[src/rtl/exu_pkg.sv]
`default_nettype none

package exu_pkg;

    // op field width with the branch opcode in its low bits
    localparam int dec_op_w = 4;

    typedef enum logic [0:0] {
        unit_rglr = 1'b0,
        unit_brch = 1'b1
    } exu_unit_e;

    typedef enum logic [dec_op_w-1:0] {
        rop_add   = 4'd0,
        rop_sub   = 4'd1,
        rop_and   = 4'd2,
        rop_or    = 4'd3,
        rop_xor   = 4'd4,
        rop_sll   = 4'd5,
        rop_srl   = 4'd6,
        rop_sra   = 4'd7,
        rop_slt   = 4'd8,
        rop_sltu  = 4'd9,
        rop_lui   = 4'd10,
        rop_auipc = 4'd11
    } rglr_op_e;

    typedef enum logic [2:0] {
        bop_beq  = 3'd0,
        bop_bne  = 3'd1,
        bop_blt  = 3'd2,
        bop_bge  = 3'd3,
        bop_bltu = 3'd4,
        bop_bgeu = 3'd5,
        bop_jal  = 3'd6,
        bop_jalr = 3'd7
    } brch_op_e;

    typedef enum logic [3:0] {
        alu_add   = 4'd0,
        alu_sub   = 4'd1,
        alu_and   = 4'd2,
        alu_or    = 4'd3,
        alu_xor   = 4'd4,
        alu_sll   = 4'd5,
        alu_srl   = 4'd6,
        alu_sra   = 4'd7,
        alu_slt   = 4'd8,
        alu_sltu  = 4'd9,
        alu_pass2 = 4'd10
    } alu_op_e;

endpackage

`default_nettype wire

[src/rtl/isa_pkg.sv]
`default_nettype none

package isa_pkg;

    // RV32I data and address width
    localparam int xlen = 32;

    // register file index
    localparam int reg_idx_w = 5;

    // pc step for a 32-bit instruction
    localparam int instr_bytes = 4;

    // shift amount taken from the second operand
    localparam int shamt_w = 5;

endpackage

`default_nettype wire

[src/rtl/exu_alu.sv]
`timescale 1ns/1ps
`default_nettype none

module exu_alu
    import isa_pkg::*;
    import exu_pkg::*;
(
    input  wire logic            rglr_req,
    input  alu_op_e              rglr_op,
    input  wire logic [xlen-1:0] rglr_in1,
    input  wire logic [xlen-1:0] rglr_in2,

    input  wire logic            brch_req,
    input  alu_op_e              brch_op,
    input  wire logic [xlen-1:0] brch_in1,
    input  wire logic [xlen-1:0] brch_in2,

    output logic [xlen-1:0]      alu_res
);

    alu_op_e              op;
    logic [xlen-1:0]      in1;
    logic [xlen-1:0]      in2;
    logic [shamt_w-1:0]   shamt;

    // regular unit has priority for the ALU
    always_comb begin
        op  = alu_add;
        in1 = '0;
        in2 = '0;
        if (rglr_req) begin
            op  = rglr_op;
            in1 = rglr_in1;
            in2 = rglr_in2;
        end else if (brch_req) begin
            op  = brch_op;
            in1 = brch_in1;
            in2 = brch_in2;
        end
    end

    assign shamt = in2[shamt_w-1:0];

    always_comb begin
        case (op)
            alu_add:   alu_res = in1 + in2;
            alu_sub:   alu_res = in1 - in2;
            alu_and:   alu_res = in1 & in2;
            alu_or:    alu_res = in1 | in2;
            alu_xor:   alu_res = in1 ^ in2;
            alu_sll:   alu_res = in1 << shamt;
            alu_srl:   alu_res = in1 >> shamt;
            alu_sra:   alu_res = $signed(in1) >>> shamt;
            alu_slt:   alu_res = {{(xlen-1){1'b0}}, $signed(in1) < $signed(in2)};
            alu_sltu:  alu_res = {{(xlen-1){1'b0}}, in1 < in2};
            alu_pass2: alu_res = in2;
            default:   alu_res = '0;
        endcase
    end

endmodule

`default_nettype wire

[src/rtl/exu_brch.sv]
`timescale 1ns/1ps
`default_nettype none

module exu_brch
    import isa_pkg::*;
    import exu_pkg::*;
(
    input  wire logic            clk,
    input  wire logic            reset,

    input  wire logic            vld,
    input  brch_op_e             op,
    input  wire logic [xlen-1:0] rs1,
    input  wire logic [xlen-1:0] rs2,
    input  wire logic [xlen-1:0] imm,
    input  wire logic [xlen-1:0] pc,

    output logic                 alu_req,
    output alu_op_e              alu_op,
    output logic [xlen-1:0]      alu_in1,
    output logic [xlen-1:0]      alu_in2,
    input  wire logic [xlen-1:0] alu_res,

    output logic                 wbck_vld,
    input  wire logic            wbck_rdy,
    output logic [xlen-1:0]      wbck_wdata,

    output logic                 flush_req,
    input  wire logic            flush_ack,
    output logic [xlen-1:0]      flush_pc_op1,
    output logic [xlen-1:0]      flush_pc_op2,

    output logic                 done
);

    logic is_jump;
    logic taken;
    logic wbck_done_q;
    logic flush_done_q;
    logic wbck_hs;
    logic flush_hs;
    logic wbck_ok;
    logic flush_ok;

    assign is_jump = (op == bop_jal) || (op == bop_jalr);

    // jumps form the link value, branches compare
    always_comb begin
        alu_in1 = rs1;
        alu_in2 = rs2;
        case (op)
            bop_beq, bop_bne:   alu_op = alu_sub;
            bop_blt, bop_bge:   alu_op = alu_slt;
            bop_bltu, bop_bgeu: alu_op = alu_sltu;
            default: begin
                alu_op  = alu_add;
                alu_in1 = pc;
                alu_in2 = xlen'(instr_bytes);
            end
        endcase
    end

    always_comb begin
        case (op)
            bop_beq:            taken = (alu_res == '0);
            bop_bne:            taken = (alu_res != '0);
            bop_blt, bop_bltu:  taken = alu_res[0];
            bop_bge, bop_bgeu:  taken = !alu_res[0];
            default:            taken = 1'b1;
        endcase
    end

    assign alu_req = vld;

    assign wbck_vld   = vld && is_jump && !wbck_done_q;
    assign wbck_wdata = alu_res;

    assign flush_req    = vld && taken && !flush_done_q;
    assign flush_pc_op1 = (op == bop_jalr) ? rs1 : pc;
    assign flush_pc_op2 = imm;

    assign wbck_hs  = wbck_vld && wbck_rdy;
    assign flush_hs = flush_req && flush_ack;

    // each output is either not needed, already through, or finishing now
    assign wbck_ok  = !is_jump || wbck_done_q || wbck_hs;
    assign flush_ok = !taken || flush_done_q || flush_hs;
    assign done     = vld && wbck_ok && flush_ok;

    always_ff @(posedge clk) begin
        if (reset || done) begin
            wbck_done_q  <= 1'b0;
            flush_done_q <= 1'b0;
        end else begin
            if (wbck_hs) begin
                wbck_done_q <= 1'b1;
            end
            if (flush_hs) begin
                flush_done_q <= 1'b1;
            end
        end
    end

endmodule

`default_nettype wire

[src/rtl/exu_disp.sv]
`timescale 1ns/1ps
`default_nettype none

module exu_disp
    import isa_pkg::*;
    import exu_pkg::*;
(
    input  wire logic                 clk,
    input  wire logic                 reset,

    input  wire logic                 dec_op_vld,
    output logic                      dec_op_rdy,
    input  exu_unit_e                 dec_unit,
    input  wire logic [dec_op_w-1:0]  dec_op,
    input  wire logic                 dec_use_imm,
    input  wire logic [reg_idx_w-1:0] dec_rd_idx,
    input  wire logic [xlen-1:0]      dec_pc,
    input  wire logic [xlen-1:0]      dec_imm,
    input  wire logic [xlen-1:0]      rs1_rdata,
    input  wire logic [xlen-1:0]      rs2_rdata,

    input  wire logic                 rglr_done,
    input  wire logic                 brch_done,

    output logic                      rglr_vld,
    output logic                      brch_vld,
    output logic [dec_op_w-1:0]       held_op,
    output logic                      held_use_imm,
    output logic [reg_idx_w-1:0]      held_rd_idx,
    output logic [xlen-1:0]           held_pc,
    output logic [xlen-1:0]           held_imm,
    output logic [xlen-1:0]           held_rs1,
    output logic [xlen-1:0]           held_rs2
);

    logic      busy;
    exu_unit_e held_unit;
    logic      retire;
    logic      accept;

    // only the active unit can raise its done
    assign retire     = rglr_done | brch_done;
    assign dec_op_rdy = !busy || retire;
    assign accept     = dec_op_vld && dec_op_rdy;

    assign rglr_vld = busy && (held_unit == unit_rglr);
    assign brch_vld = busy && (held_unit == unit_brch);

    always_ff @(posedge clk) begin
        if (reset) begin
            busy <= 1'b0;
        end else if (accept) begin
            busy <= 1'b1;
        end else if (retire) begin
            busy <= 1'b0;
        end
    end

    always_ff @(posedge clk) begin
        if (accept) begin
            held_unit    <= dec_unit;
            held_op      <= dec_op;
            held_use_imm <= dec_use_imm;
            held_rd_idx  <= dec_rd_idx;
            held_pc      <= dec_pc;
            held_imm     <= dec_imm;
            held_rs1     <= rs1_rdata;
            held_rs2     <= rs2_rdata;
        end
    end

endmodule

`default_nettype wire

[src/rtl/exu_rglr.sv]
`timescale 1ns/1ps
`default_nettype none

module exu_rglr
    import isa_pkg::*;
    import exu_pkg::*;
(
    input  wire logic            vld,
    input  rglr_op_e             op,
    input  wire logic            use_imm,
    input  wire logic [xlen-1:0] rs1,
    input  wire logic [xlen-1:0] rs2,
    input  wire logic [xlen-1:0] imm,
    input  wire logic [xlen-1:0] pc,

    output logic                 alu_req,
    output alu_op_e              alu_op,
    output logic [xlen-1:0]      alu_in1,
    output logic [xlen-1:0]      alu_in2,
    input  wire logic [xlen-1:0] alu_res,

    output logic                 wbck_vld,
    input  wire logic            wbck_rdy,
    output logic [xlen-1:0]      wbck_wdata,
    output logic                 done
);

    always_comb begin
        alu_in1 = rs1;
        alu_in2 = use_imm ? imm : rs2;
        alu_op  = alu_add;
        case (op)
            rop_add:  alu_op = alu_add;
            rop_sub:  alu_op = alu_sub;
            rop_and:  alu_op = alu_and;
            rop_or:   alu_op = alu_or;
            rop_xor:  alu_op = alu_xor;
            rop_sll:  alu_op = alu_sll;
            rop_srl:  alu_op = alu_srl;
            rop_sra:  alu_op = alu_sra;
            rop_slt:  alu_op = alu_slt;
            rop_sltu: alu_op = alu_sltu;
            rop_lui: begin
                alu_op  = alu_pass2;
                alu_in2 = imm;
            end
            rop_auipc: begin
                alu_op  = alu_add;
                alu_in1 = pc;
                alu_in2 = imm;
            end
            default: alu_op = alu_add;
        endcase
    end

    assign alu_req    = vld;
    assign wbck_vld   = vld;
    assign wbck_wdata = alu_res;
    assign done       = vld && wbck_rdy;

endmodule

`default_nettype wire

[src/rtl/exu_top.sv]
`timescale 1ns/1ps
`default_nettype none

module exu_top
    import isa_pkg::*;
    import exu_pkg::*;
(
    input  wire logic                 clk,
    input  wire logic                 reset,

    input  wire logic                 dec_op_vld,
    output logic                      dec_op_rdy,
    input  exu_unit_e                 dec_unit,
    input  wire logic [dec_op_w-1:0]  dec_op,
    input  wire logic                 dec_use_imm,
    input  wire logic [reg_idx_w-1:0] dec_rd_idx,
    input  wire logic [xlen-1:0]      dec_pc,
    input  wire logic [xlen-1:0]      dec_imm,
    input  wire logic [xlen-1:0]      rs1_rdata,
    input  wire logic [xlen-1:0]      rs2_rdata,

    output logic                      gpr_wbck_vld,
    input  wire logic                 gpr_wbck_rdy,
    output logic [reg_idx_w-1:0]      gpr_wbck_idx,
    output logic [xlen-1:0]           gpr_wbck_wdata,

    output logic                      pipe_flush_req,
    input  wire logic                 pipe_flush_ack,
    output logic [xlen-1:0]           pipe_flush_pc_op1,
    output logic [xlen-1:0]           pipe_flush_pc_op2
);

    logic                 rglr_vld;
    logic                 brch_vld;
    logic                 rglr_done;
    logic                 brch_done;
    logic [dec_op_w-1:0]  held_op;
    logic                 held_use_imm;
    logic [reg_idx_w-1:0] held_rd_idx;
    logic [xlen-1:0]      held_pc;
    logic [xlen-1:0]      held_imm;
    logic [xlen-1:0]      held_rs1;
    logic [xlen-1:0]      held_rs2;

    logic                 rglr2alu_req;
    alu_op_e              rglr2alu_op;
    logic [xlen-1:0]      rglr2alu_in1;
    logic [xlen-1:0]      rglr2alu_in2;
    logic                 brch2alu_req;
    alu_op_e              brch2alu_op;
    logic [xlen-1:0]      brch2alu_in1;
    logic [xlen-1:0]      brch2alu_in2;
    logic [xlen-1:0]      alu_res;

    logic                 rglr2wbck_vld;
    logic                 rglr2wbck_rdy;
    logic [xlen-1:0]      rglr2wbck_wdata;
    logic                 brch2wbck_vld;
    logic                 brch2wbck_rdy;
    logic [xlen-1:0]      brch2wbck_wdata;

    exu_disp u_disp (
        .clk          (clk),
        .reset        (reset),
        .dec_op_vld   (dec_op_vld),
        .dec_op_rdy   (dec_op_rdy),
        .dec_unit     (dec_unit),
        .dec_op       (dec_op),
        .dec_use_imm  (dec_use_imm),
        .dec_rd_idx   (dec_rd_idx),
        .dec_pc       (dec_pc),
        .dec_imm      (dec_imm),
        .rs1_rdata    (rs1_rdata),
        .rs2_rdata    (rs2_rdata),
        .rglr_done    (rglr_done),
        .brch_done    (brch_done),
        .rglr_vld     (rglr_vld),
        .brch_vld     (brch_vld),
        .held_op      (held_op),
        .held_use_imm (held_use_imm),
        .held_rd_idx  (held_rd_idx),
        .held_pc      (held_pc),
        .held_imm     (held_imm),
        .held_rs1     (held_rs1),
        .held_rs2     (held_rs2)
    );

    exu_rglr u_rglr (
        .vld        (rglr_vld),
        .op         (rglr_op_e'(held_op)),
        .use_imm    (held_use_imm),
        .rs1        (held_rs1),
        .rs2        (held_rs2),
        .imm        (held_imm),
        .pc         (held_pc),
        .alu_req    (rglr2alu_req),
        .alu_op     (rglr2alu_op),
        .alu_in1    (rglr2alu_in1),
        .alu_in2    (rglr2alu_in2),
        .alu_res    (alu_res),
        .wbck_vld   (rglr2wbck_vld),
        .wbck_rdy   (rglr2wbck_rdy),
        .wbck_wdata (rglr2wbck_wdata),
        .done       (rglr_done)
    );

    exu_brch u_brch (
        .clk          (clk),
        .reset        (reset),
        .vld          (brch_vld),
        .op           (brch_op_e'(held_op[2:0])),
        .rs1          (held_rs1),
        .rs2          (held_rs2),
        .imm          (held_imm),
        .pc           (held_pc),
        .alu_req      (brch2alu_req),
        .alu_op       (brch2alu_op),
        .alu_in1      (brch2alu_in1),
        .alu_in2      (brch2alu_in2),
        .alu_res      (alu_res),
        .wbck_vld     (brch2wbck_vld),
        .wbck_rdy     (brch2wbck_rdy),
        .wbck_wdata   (brch2wbck_wdata),
        .flush_req    (pipe_flush_req),
        .flush_ack    (pipe_flush_ack),
        .flush_pc_op1 (pipe_flush_pc_op1),
        .flush_pc_op2 (pipe_flush_pc_op2),
        .done         (brch_done)
    );

    // one ALU shared by both units
    exu_alu u_alu (
        .rglr_req (rglr2alu_req),
        .rglr_op  (rglr2alu_op),
        .rglr_in1 (rglr2alu_in1),
        .rglr_in2 (rglr2alu_in2),
        .brch_req (brch2alu_req),
        .brch_op  (brch2alu_op),
        .brch_in1 (brch2alu_in1),
        .brch_in2 (brch2alu_in2),
        .alu_res  (alu_res)
    );

    exu_wbck u_wbck (
        .rglr_vld       (rglr2wbck_vld),
        .rglr_wdata     (rglr2wbck_wdata),
        .rglr_rdy       (rglr2wbck_rdy),
        .brch_vld       (brch2wbck_vld),
        .brch_wdata     (brch2wbck_wdata),
        .brch_rdy       (brch2wbck_rdy),
        .rd_idx         (held_rd_idx),
        .gpr_wbck_vld   (gpr_wbck_vld),
        .gpr_wbck_rdy   (gpr_wbck_rdy),
        .gpr_wbck_idx   (gpr_wbck_idx),
        .gpr_wbck_wdata (gpr_wbck_wdata)
    );

endmodule

`default_nettype wire

[src/rtl/exu_wbck.sv]
`timescale 1ns/1ps
`default_nettype none

module exu_wbck
    import isa_pkg::*;
(
    input  wire logic                 rglr_vld,
    input  wire logic [xlen-1:0]      rglr_wdata,
    output logic                      rglr_rdy,

    input  wire logic                 brch_vld,
    input  wire logic [xlen-1:0]      brch_wdata,
    output logic                      brch_rdy,

    input  wire logic [reg_idx_w-1:0] rd_idx,

    output logic                      gpr_wbck_vld,
    input  wire logic                 gpr_wbck_rdy,
    output logic [reg_idx_w-1:0]      gpr_wbck_idx,
    output logic [xlen-1:0]           gpr_wbck_wdata
);

    // at most one unit holds an instruction at a time
    assign gpr_wbck_vld   = rglr_vld || brch_vld;
    assign gpr_wbck_wdata = rglr_vld ? rglr_wdata : brch_wdata;
    assign gpr_wbck_idx   = rd_idx;

    assign rglr_rdy = gpr_wbck_rdy && rglr_vld;
    assign brch_rdy = gpr_wbck_rdy && brch_vld;

endmodule

`default_nettype wire

[config.mk]
export PLATFORM = sky130hd
export DESIGN_NAME = exu_top
export DESIGN_NICKNAME = d
export VERILOG_FILES = /design/src/rtl/exu_pkg.sv /design/src/rtl/isa_pkg.sv /design/src/rtl/exu_alu.sv /design/src/rtl/exu_brch.sv /design/src/rtl/exu_disp.sv /design/src/rtl/exu_rglr.sv /design/src/rtl/exu_top.sv /design/src/rtl/exu_wbck.sv
export SDC_FILE = /design/constraint.sdc
export NUM_CORES = 1
export LEC_CHECK = 0
export ABC_CLOCK_PERIOD_IN_PS = 13100
export BUFFER_PORTS_ARGS = -buffer_cell sky130_fd_sc_hd__clkbuf_2
export CAP_MARGIN = 20
export CORE_ASPECT_RATIO = 1.25
export CORE_UTILIZATION = 45
export DETAILED_ROUTE_END_ITERATION = 6
export SYNTH_ARGS = -nofsm -noshare
export SYNTH_HDL_FRONTEND = slang
export SYNTH_HIERARCHICAL = 1
export SYNTH_SLANG_ARGS = --single-unit
[constraint.sdc]
create_clock -name clk -period 13.1 [get_ports clk]
set_clock_uncertainty 0.05 [all_clocks]
set_input_delay 1.31 -clock clk [delete_from_list [all_inputs] [get_ports clk]]
set_output_delay 1.31 -clock clk [all_outputs]
set_load 0.01 [all_outputs]
# == After elaboration in Yosys (flattened, before gate mapping) ==
# Cells that the tools add are included.
# totals
ff_bits,142
latch_bits,0
ram_bits,0
romBits,0
input_bits,144
output_inout_bits,104
elab_cells,109
mem_count,0
# op_classes
n_addsub,2
mul,0
div,0
magnitude_cmp,2
n_eq_ne,28
shifts,3
n_mux,18
n_bitwise,5
reduce_logical,40
# ops
operator,count
$pmux 32 s11,1
$mux 32,10
$lt 32x32->1,2
$pmux 4 s10,1
$add 32x32->32,1
$and 32x32->32,1
$eq 4x3->1 const B,8
$logic_not 32->1,1
$or 32x32->32,1
$reduce_bool 32->1,1
$shl 32x5->32,1
$shr 32x5->32,1
$sshr 32x5->32,1
$sub 32x32->32,1
$xor 32x32->32,1
$eq 4x4->1 const B,7
$eq 4x2->1 const B,4
$logic_and 1x1->1,14
$eq 3x3->1 const B,4
$pmux 4 s3,1
$reduce_or 2->1,6
$eq 4x1->1 const B,2
$logic_or 1x1->1,8
$mux 4,2
11 further kinds,18

# == Longest topological paths before layout ==
# depth
depth_word,18
depth_mapped,29
depth_no_buf,23

# == Modules after synthesis ==
# The synthesis kept the hierarchy.
# modules_own_cells
module,n_inst,cells_each,area_per_inst_um2,seq_area_each_um2
exu_alu,1,1592,10311.1,0.0
exu_disp,1,146,4230.3,4194.0
exu_rglr,1,230,1806.7,0.0
exu_brch,1,209,1734.2,40.0
exu_wbck,1,44,593.1,0.0

# == Worst setup path before layout ==
# OpenSTA, ideal clock, no wires.
# synth_path
kind,register -> register
start,register u_disp.held_unit
end,register u_disp.held_imm[0] (enable)
setup_ns,0.516
arrival_time_ns,9.200
t_required_ns,12.534
setup_slack_ns,3.334
stages_incl_launch_ff,29
path_buffers,9
synth_period_minus_slack_ns,9.766
path_cell_list,edfxtp_1 > nor2b_1 > buf_4 > buf_6 > buf_8 > buf_6 > buf_2 > buf_1 > buf_1 > clkbuf_1 > a22o_1 > ha_1 > buf_6 > or4_4 > nand2b_1 > a31oi_1 > o31ai_1 > a311oi_2 > o211a_1 > nor3_1 > a221o_1 > a221o_1 > nor4_1 > nand4_1 > o211a_1 > o31ai_1 > and2_1 > or3b_1 > and2_1
# synth_between
elab_chain_len,15
word_cells_on_any_way,53
classes_between,2 x add/sub; 2 x order compare; 10 x eq/ne; 3 x shift; 8 x mux; 5 x bitwise; 23 x reduce/logical
# synth_lines
item,line,rtl
"start, declared",exu_disp.sv:37,exu_unit_e held_unit;
"start signal, assigned",exu_disp.sv:61,held_unit <= dec_unit;
$not 1->1 *,exu_disp.sv:46,assign rglr_vld = busy && (held_unit == unit_rglr);
$logic_and 1x1->1 *,exu_disp.sv:46,
via rglr_vld,exu_top.sv:33,logic rglr_vld;
$mux 32 or $mux 4 (tied branches),exu_alu.sv:31,if (rglr_req) begin
$sub 32x32->32 (tied with other cells),exu_alu.sv:47,alu_sub: alu_res = in1 - in2;
$pmux 32 s11 *,exu_alu.sv:45,case (op)
via alu_res[25],exu_top.sv:53,logic [xlen-1:0] alu_res;
$reduce_bool 32->1 or $logic_not 32->1 (tied branches),"exu_brch.sv:66, exu_brch.sv:65",
(+4 left out),-,
$logic_or 1x1->1 *,exu_brch.sv:87,assign flush_ok = !taken || flush_done_q || flush_hs;
$logic_and 1x1->1 *,exu_brch.sv:88,assign done = vld && wbck_ok && flush_ok;
via brch_done,exu_top.sv:36,logic brch_done;
$or 1x1->1 *,exu_disp.sv:42,assign retire = rglr_done | brch_done;
$logic_or 1x1->1 *,exu_disp.sv:43,assign dec_op_rdy = !busy || retire;
via dec_op_rdy,exu_top.sv:12,"output logic dec_op_rdy,"
$logic_and 1x1->1 *,exu_disp.sv:44,assign accept = dec_op_vld && dec_op_rdy;
via u_disp.accept,exu_disp.sv:39,logic accept;
"end signal, assigned",exu_disp.sv:66,held_imm <= dec_imm;
"end, declared",exu_disp.sv:31,"output logic [xlen-1:0] held_imm,"
# The timed path passes the listed nets; every way through them passes the cells marked *.
# A chain may end at the register's enable or synchronous reset.

# == Worst setup path in the final report ==
# layout_path
start,register u_disp.held_unit
end,output dec_op_rdy
# layout_between
elab_chain_len,14
word_cells_on_any_way,52
classes_between,2 x add/sub; 2 x order compare; 10 x eq/ne; 3 x shift; 8 x mux; 5 x bitwise; 22 x reduce/logical
# layout_lines
item,line,rtl
$not 1->1 *,exu_disp.sv:46,
$logic_and 1x1->1 *,exu_disp.sv:46,
via rglr_vld,exu_top.sv:33,
$mux 32 or $mux 4 (tied branches),exu_alu.sv:31,
$sub 32x32->32 (tied with other cells),exu_alu.sv:47,
$pmux 32 s11 *,exu_alu.sv:45,
via alu_res[27],exu_top.sv:53,
$reduce_bool 32->1 or $logic_not 32->1 (tied branches),"exu_brch.sv:66, exu_brch.sv:65",
$pmux 1 s4 *,exu_brch.sv:64,case (op)
$logic_and 1x1->1 (2 in series),exu_brch.sv:78,assign flush_req = vld && taken && !flush_done_q;
$logic_and 1x1->1,exu_brch.sv:83,assign flush_hs = flush_req && flush_ack;
$logic_or 1x1->1 *,exu_brch.sv:87,
$logic_and 1x1->1 *,exu_brch.sv:88,
via brch_done,exu_top.sv:36,
$or 1x1->1 *,exu_disp.sv:42,
$logic_or 1x1->1 *,exu_disp.sv:43,
"end, declared",exu_top.sv:12,
# Marked as above.

==> impl_results.md <==
- Rel. slew slack: 0.2119
- Worst path cell trace: nor2b_4 -> buf_4 -> nand2_1 -> nand2_2 -> buf_4 -> inv_2 -> buf_4 -> ha_1 -> a21oi_1 -> a31oi_4 -> o31ai_1 -> a311oi_2 -> o21ai_1 -> a2111oi_0 -> a2111oi_0 -> a21oi_1 -> nor4_1 -> nand4_1 -> nor3_1 -> o31ai_1 -> and2_1 -> or3b_1 -> clkbuf_2
- Simple-gate share of the synthesized area: 0.1757
- Clk root buf: clkbuf_16
- Reg-to-reg critical path startpoint: u_disp/held_unit
- Yosys reg bits: 142
- Rows: 83
- VDD IR max: 0.1233 mV
- Post-synthesis mux area share: 0.1164
- Psw: 769.2 uW
- Pwr Total: 1896 uW
- Cell Int Power: 1127 uW
- Worst EP arrival: 8.80 ns
- Syn Area/Cell: 8.409 sq um
- Final worst path period share: 0.7756
- Synth area leader: edfxtp_1
- First-pass GRT wire length: 115100 um
- Fill cells: 4000
- Synth Area in Compound Gates: 0.2945
- Chip height: 229.8 um
- Post-Syn Area: 0.01868 sq mm
- # H-tree levels: 4
- Hold Path Depth: 2
- Status: completed
- Hold Buf Count CTS: 0
- Drt via density: 6.637
- Post-Syn Instances: 2221
- Slowest cell delay on critical path: 0.65 ns
- Gp weighted congestion: 1.095
- Die area: 0.04233 sq mm
- Largest family of logic cells by synthesized area: compound AO/OA/AOI/OAI gates
- Setup CP Type: reg -> out
- DP HPWL: 61720 um
- PortBufs: 247
- CTS Sinks: 142
- Hold path startpoint: u_brch/flush_done_q
- Initial DRC count: 2611
- Share of cells above drive strength 1: 0.2190
- Core area: 0.04102 sq mm
- Via count: 18730
- TritonCTS clock tree: done
- IO Count: 248
- Clock slew seen by the registers of the worst setup and hold paths: 0.07 ns
- Most used cell, CP: buf_4
- Nets: 2502
- Setup TNS: 0 ns
- Tmin final: 10.16 ns
- Synth warn: 6
- Initial antenna violation count: 2
- Hold slack: 0.4582 ns
- Hold Crit Class: reg -> reg
- Vias in the first global route: 17550
- Sw Share: 0.4056
- FF/Latch Area: 0.004234 sq mm
- Non-filler cells, final: 2822
- Max-Cap Viols: 0
- Synth Area in XOR/XNOR: 0.002814
- Most frequent cell after synthesis: nand2_1
- Routed Antenna Nets: 0
- Placed cell count: 2789
- Commonest cells in the synthesized netlist: nand2_1, a21oi_1, edfxtp_1, nor2_1, o21ai_0
- Fmax: 98.42 MHz
- Num CTS Buffers: 17
- FF-to-FF End: u_disp/held_pc[28]
- Worst setup SP type: register
- Post-CTS resize count: 0
- Post-route DRC violation count: 0
- Yosys top cell area share: 0.2235
- Depth of the worst register-to-register path: 24
- Top cells by area, synth: edfxtp_1, ha_1, mux2_2
- Total track usage: 0.3674
- Largest net degree at the start of global routing: 71
- PwrDens: 95.37 mW/mm^2
- CP max stage cell: buf_4
- RSZ-0062 raised after global routing: no
- Worst skew pair latency: 0.43 ns
- Main synth FF type: edfxtp_1
- Crit end category: output port
- Area grow syn2layout: 6.472%
- Slew Viols, Final: 0
- Worst Max-Slew Pin Slew: 1.170 ns
- Ys async rst share: 0
- Post-synthesis adder-cell area fraction: 0.06968
- Drt first pass iters: 7
- Sequential area share after synthesis: 0.2267
- EDFF count, synth: 139
- Remaining global-route overflow: 0
- WL/cell: 28.04 um
- Leakage power: 0.007841 uW
- Die X: 184.2 um
- Initial Util: 0.4553
- Multi-input logic area: 0.01236 sq mm
- Required time worst endpoint: 11.74 ns
- Routed wire length: 79140 um
- Logic pwr share: 0.461
- Postcts setup bufs: 0
- Clock group share of total power: 0.247
- Yosys cell types: 102
- Register-to-Register Setup Slack: 3.32 ns
- Critical path fanouts, max: 70
- Max clock buf depth: 2
- Final Hold Fails: 0
- Final Setup Violations: 0
- Hold EP: u_brch/flush_done_q
- Sequential power share: 0.293
stage by stage:
stage | utilization | setup slack, ns | instance area, sq um
2_1_floorplan | - | 3.334 | 18680
3_3_place_gp | 0.4707 | 3.822 | 19310
3_5_place_dp | 0.4707 | 3.643 | 19310
4_1_cts | 0.4847 | 3.191 | 19880
5_1_grt | 0.4847 | 2.638 | 19880
6_report | 0.4847 | 2.939 | 19880
worst max-delay path, delay by kind of cell, from the launching register on:
family,cells,cell delay (ns)
AOI/OAI and AO/OA,9,2.92
adders and majority gates,1,0.29
buffers and inverters,5,1.82
DFF,1,0.43
and+or+nand+nor,8,2.85
layout by cell type (no fill, tap or decap), drive strengths merged, types with 45 or more instances in the layout:
cell and count:
clkbuf 266, nand2 162, a21oi 140, edfxtp 139
mux2 137, nor2 124, o21ai 119, inv 118
ha 100, nor3 73, o211ai 64, nand3 51
and2 51, buf 45
per-layer routing:
metal | track usage | up-vias | share of wire
met5 | 0 | - | 0.00016
met4 | 0.2542 | 2 | 0.078
met3 | 0.04910 | 197 | 0.076
met2 | 0.5553 | 1028 | 0.43
met1 | 0.4837 | 9052 | 0.42
li1 | - | 8450 | -
registers in the layout (all words and copies together), names as in the netlist:
register             cells
u_brch/flush_done_q      1
u_brch/wbck_done_q       1
u_disp/busy              1
u_disp/held_imm         32
u_disp/held_op           4
u_disp/held_pc          32
u_disp/held_rd_idx       5
u_disp/held_rs1         32
u_disp/held_rs2         32
u_disp/held_unit         1
u_disp/held_use_imm      1
cell families (layout without fill, tap and decap cells):
family | after synthesis | in the layout
mux | 172 | 172
flops | 142 | 142
simple gates | 634 | 634
compound gates | 767 | 767
fa+ha+maj | 103 | 103
buf+inv | 396 | 443
other cells | 1 | 3
xor+xnor | 6 | 6
how the worst max path moves through the flow:
stage                      from                  end  slack, ns  cells after the start
2_1_floorplan  u_disp/held_unit   u_disp/held_imm[0]       3.33                     28
3_3_place_gp   u_disp/held_unit  u_disp/held_rs1[26]       3.82                     24
3_5_place_dp   u_disp/held_unit   u_disp/held_pc[26]       3.64                     24
4_1_cts        u_disp/held_unit           dec_op_rdy       3.19                     23
5_1_grt        u_disp/held_unit           dec_op_rdy       2.64                     23
6_report       u_disp/held_unit           dec_op_rdy       2.94                     23
layout make-up:
cell class / instances / share of cell area
clock inverter: 13 / 0.006985
tap: 552 / 0.03473
multi-input combinational: 1684 / 0.6218
sequential: 142 / 0.2129
antenna: 1 / 0.0001258
inverter: 119 / 0.02246
clock buffer: 19 / 0.02177
timing repair buffer: 292 / 0.07916
power groups by stage:
stage          clock [uW]  sequential, uW  combinational (uW)
5_1_grt               492             559                 927
6_report              468             555                 874
3_5_place_dp            0             565                 846
4_1_cts               477             555                 850
3_3_place_gp            0             564                 848
2_1_floorplan           0             559                 634
(Power assumes the default switching activity.)
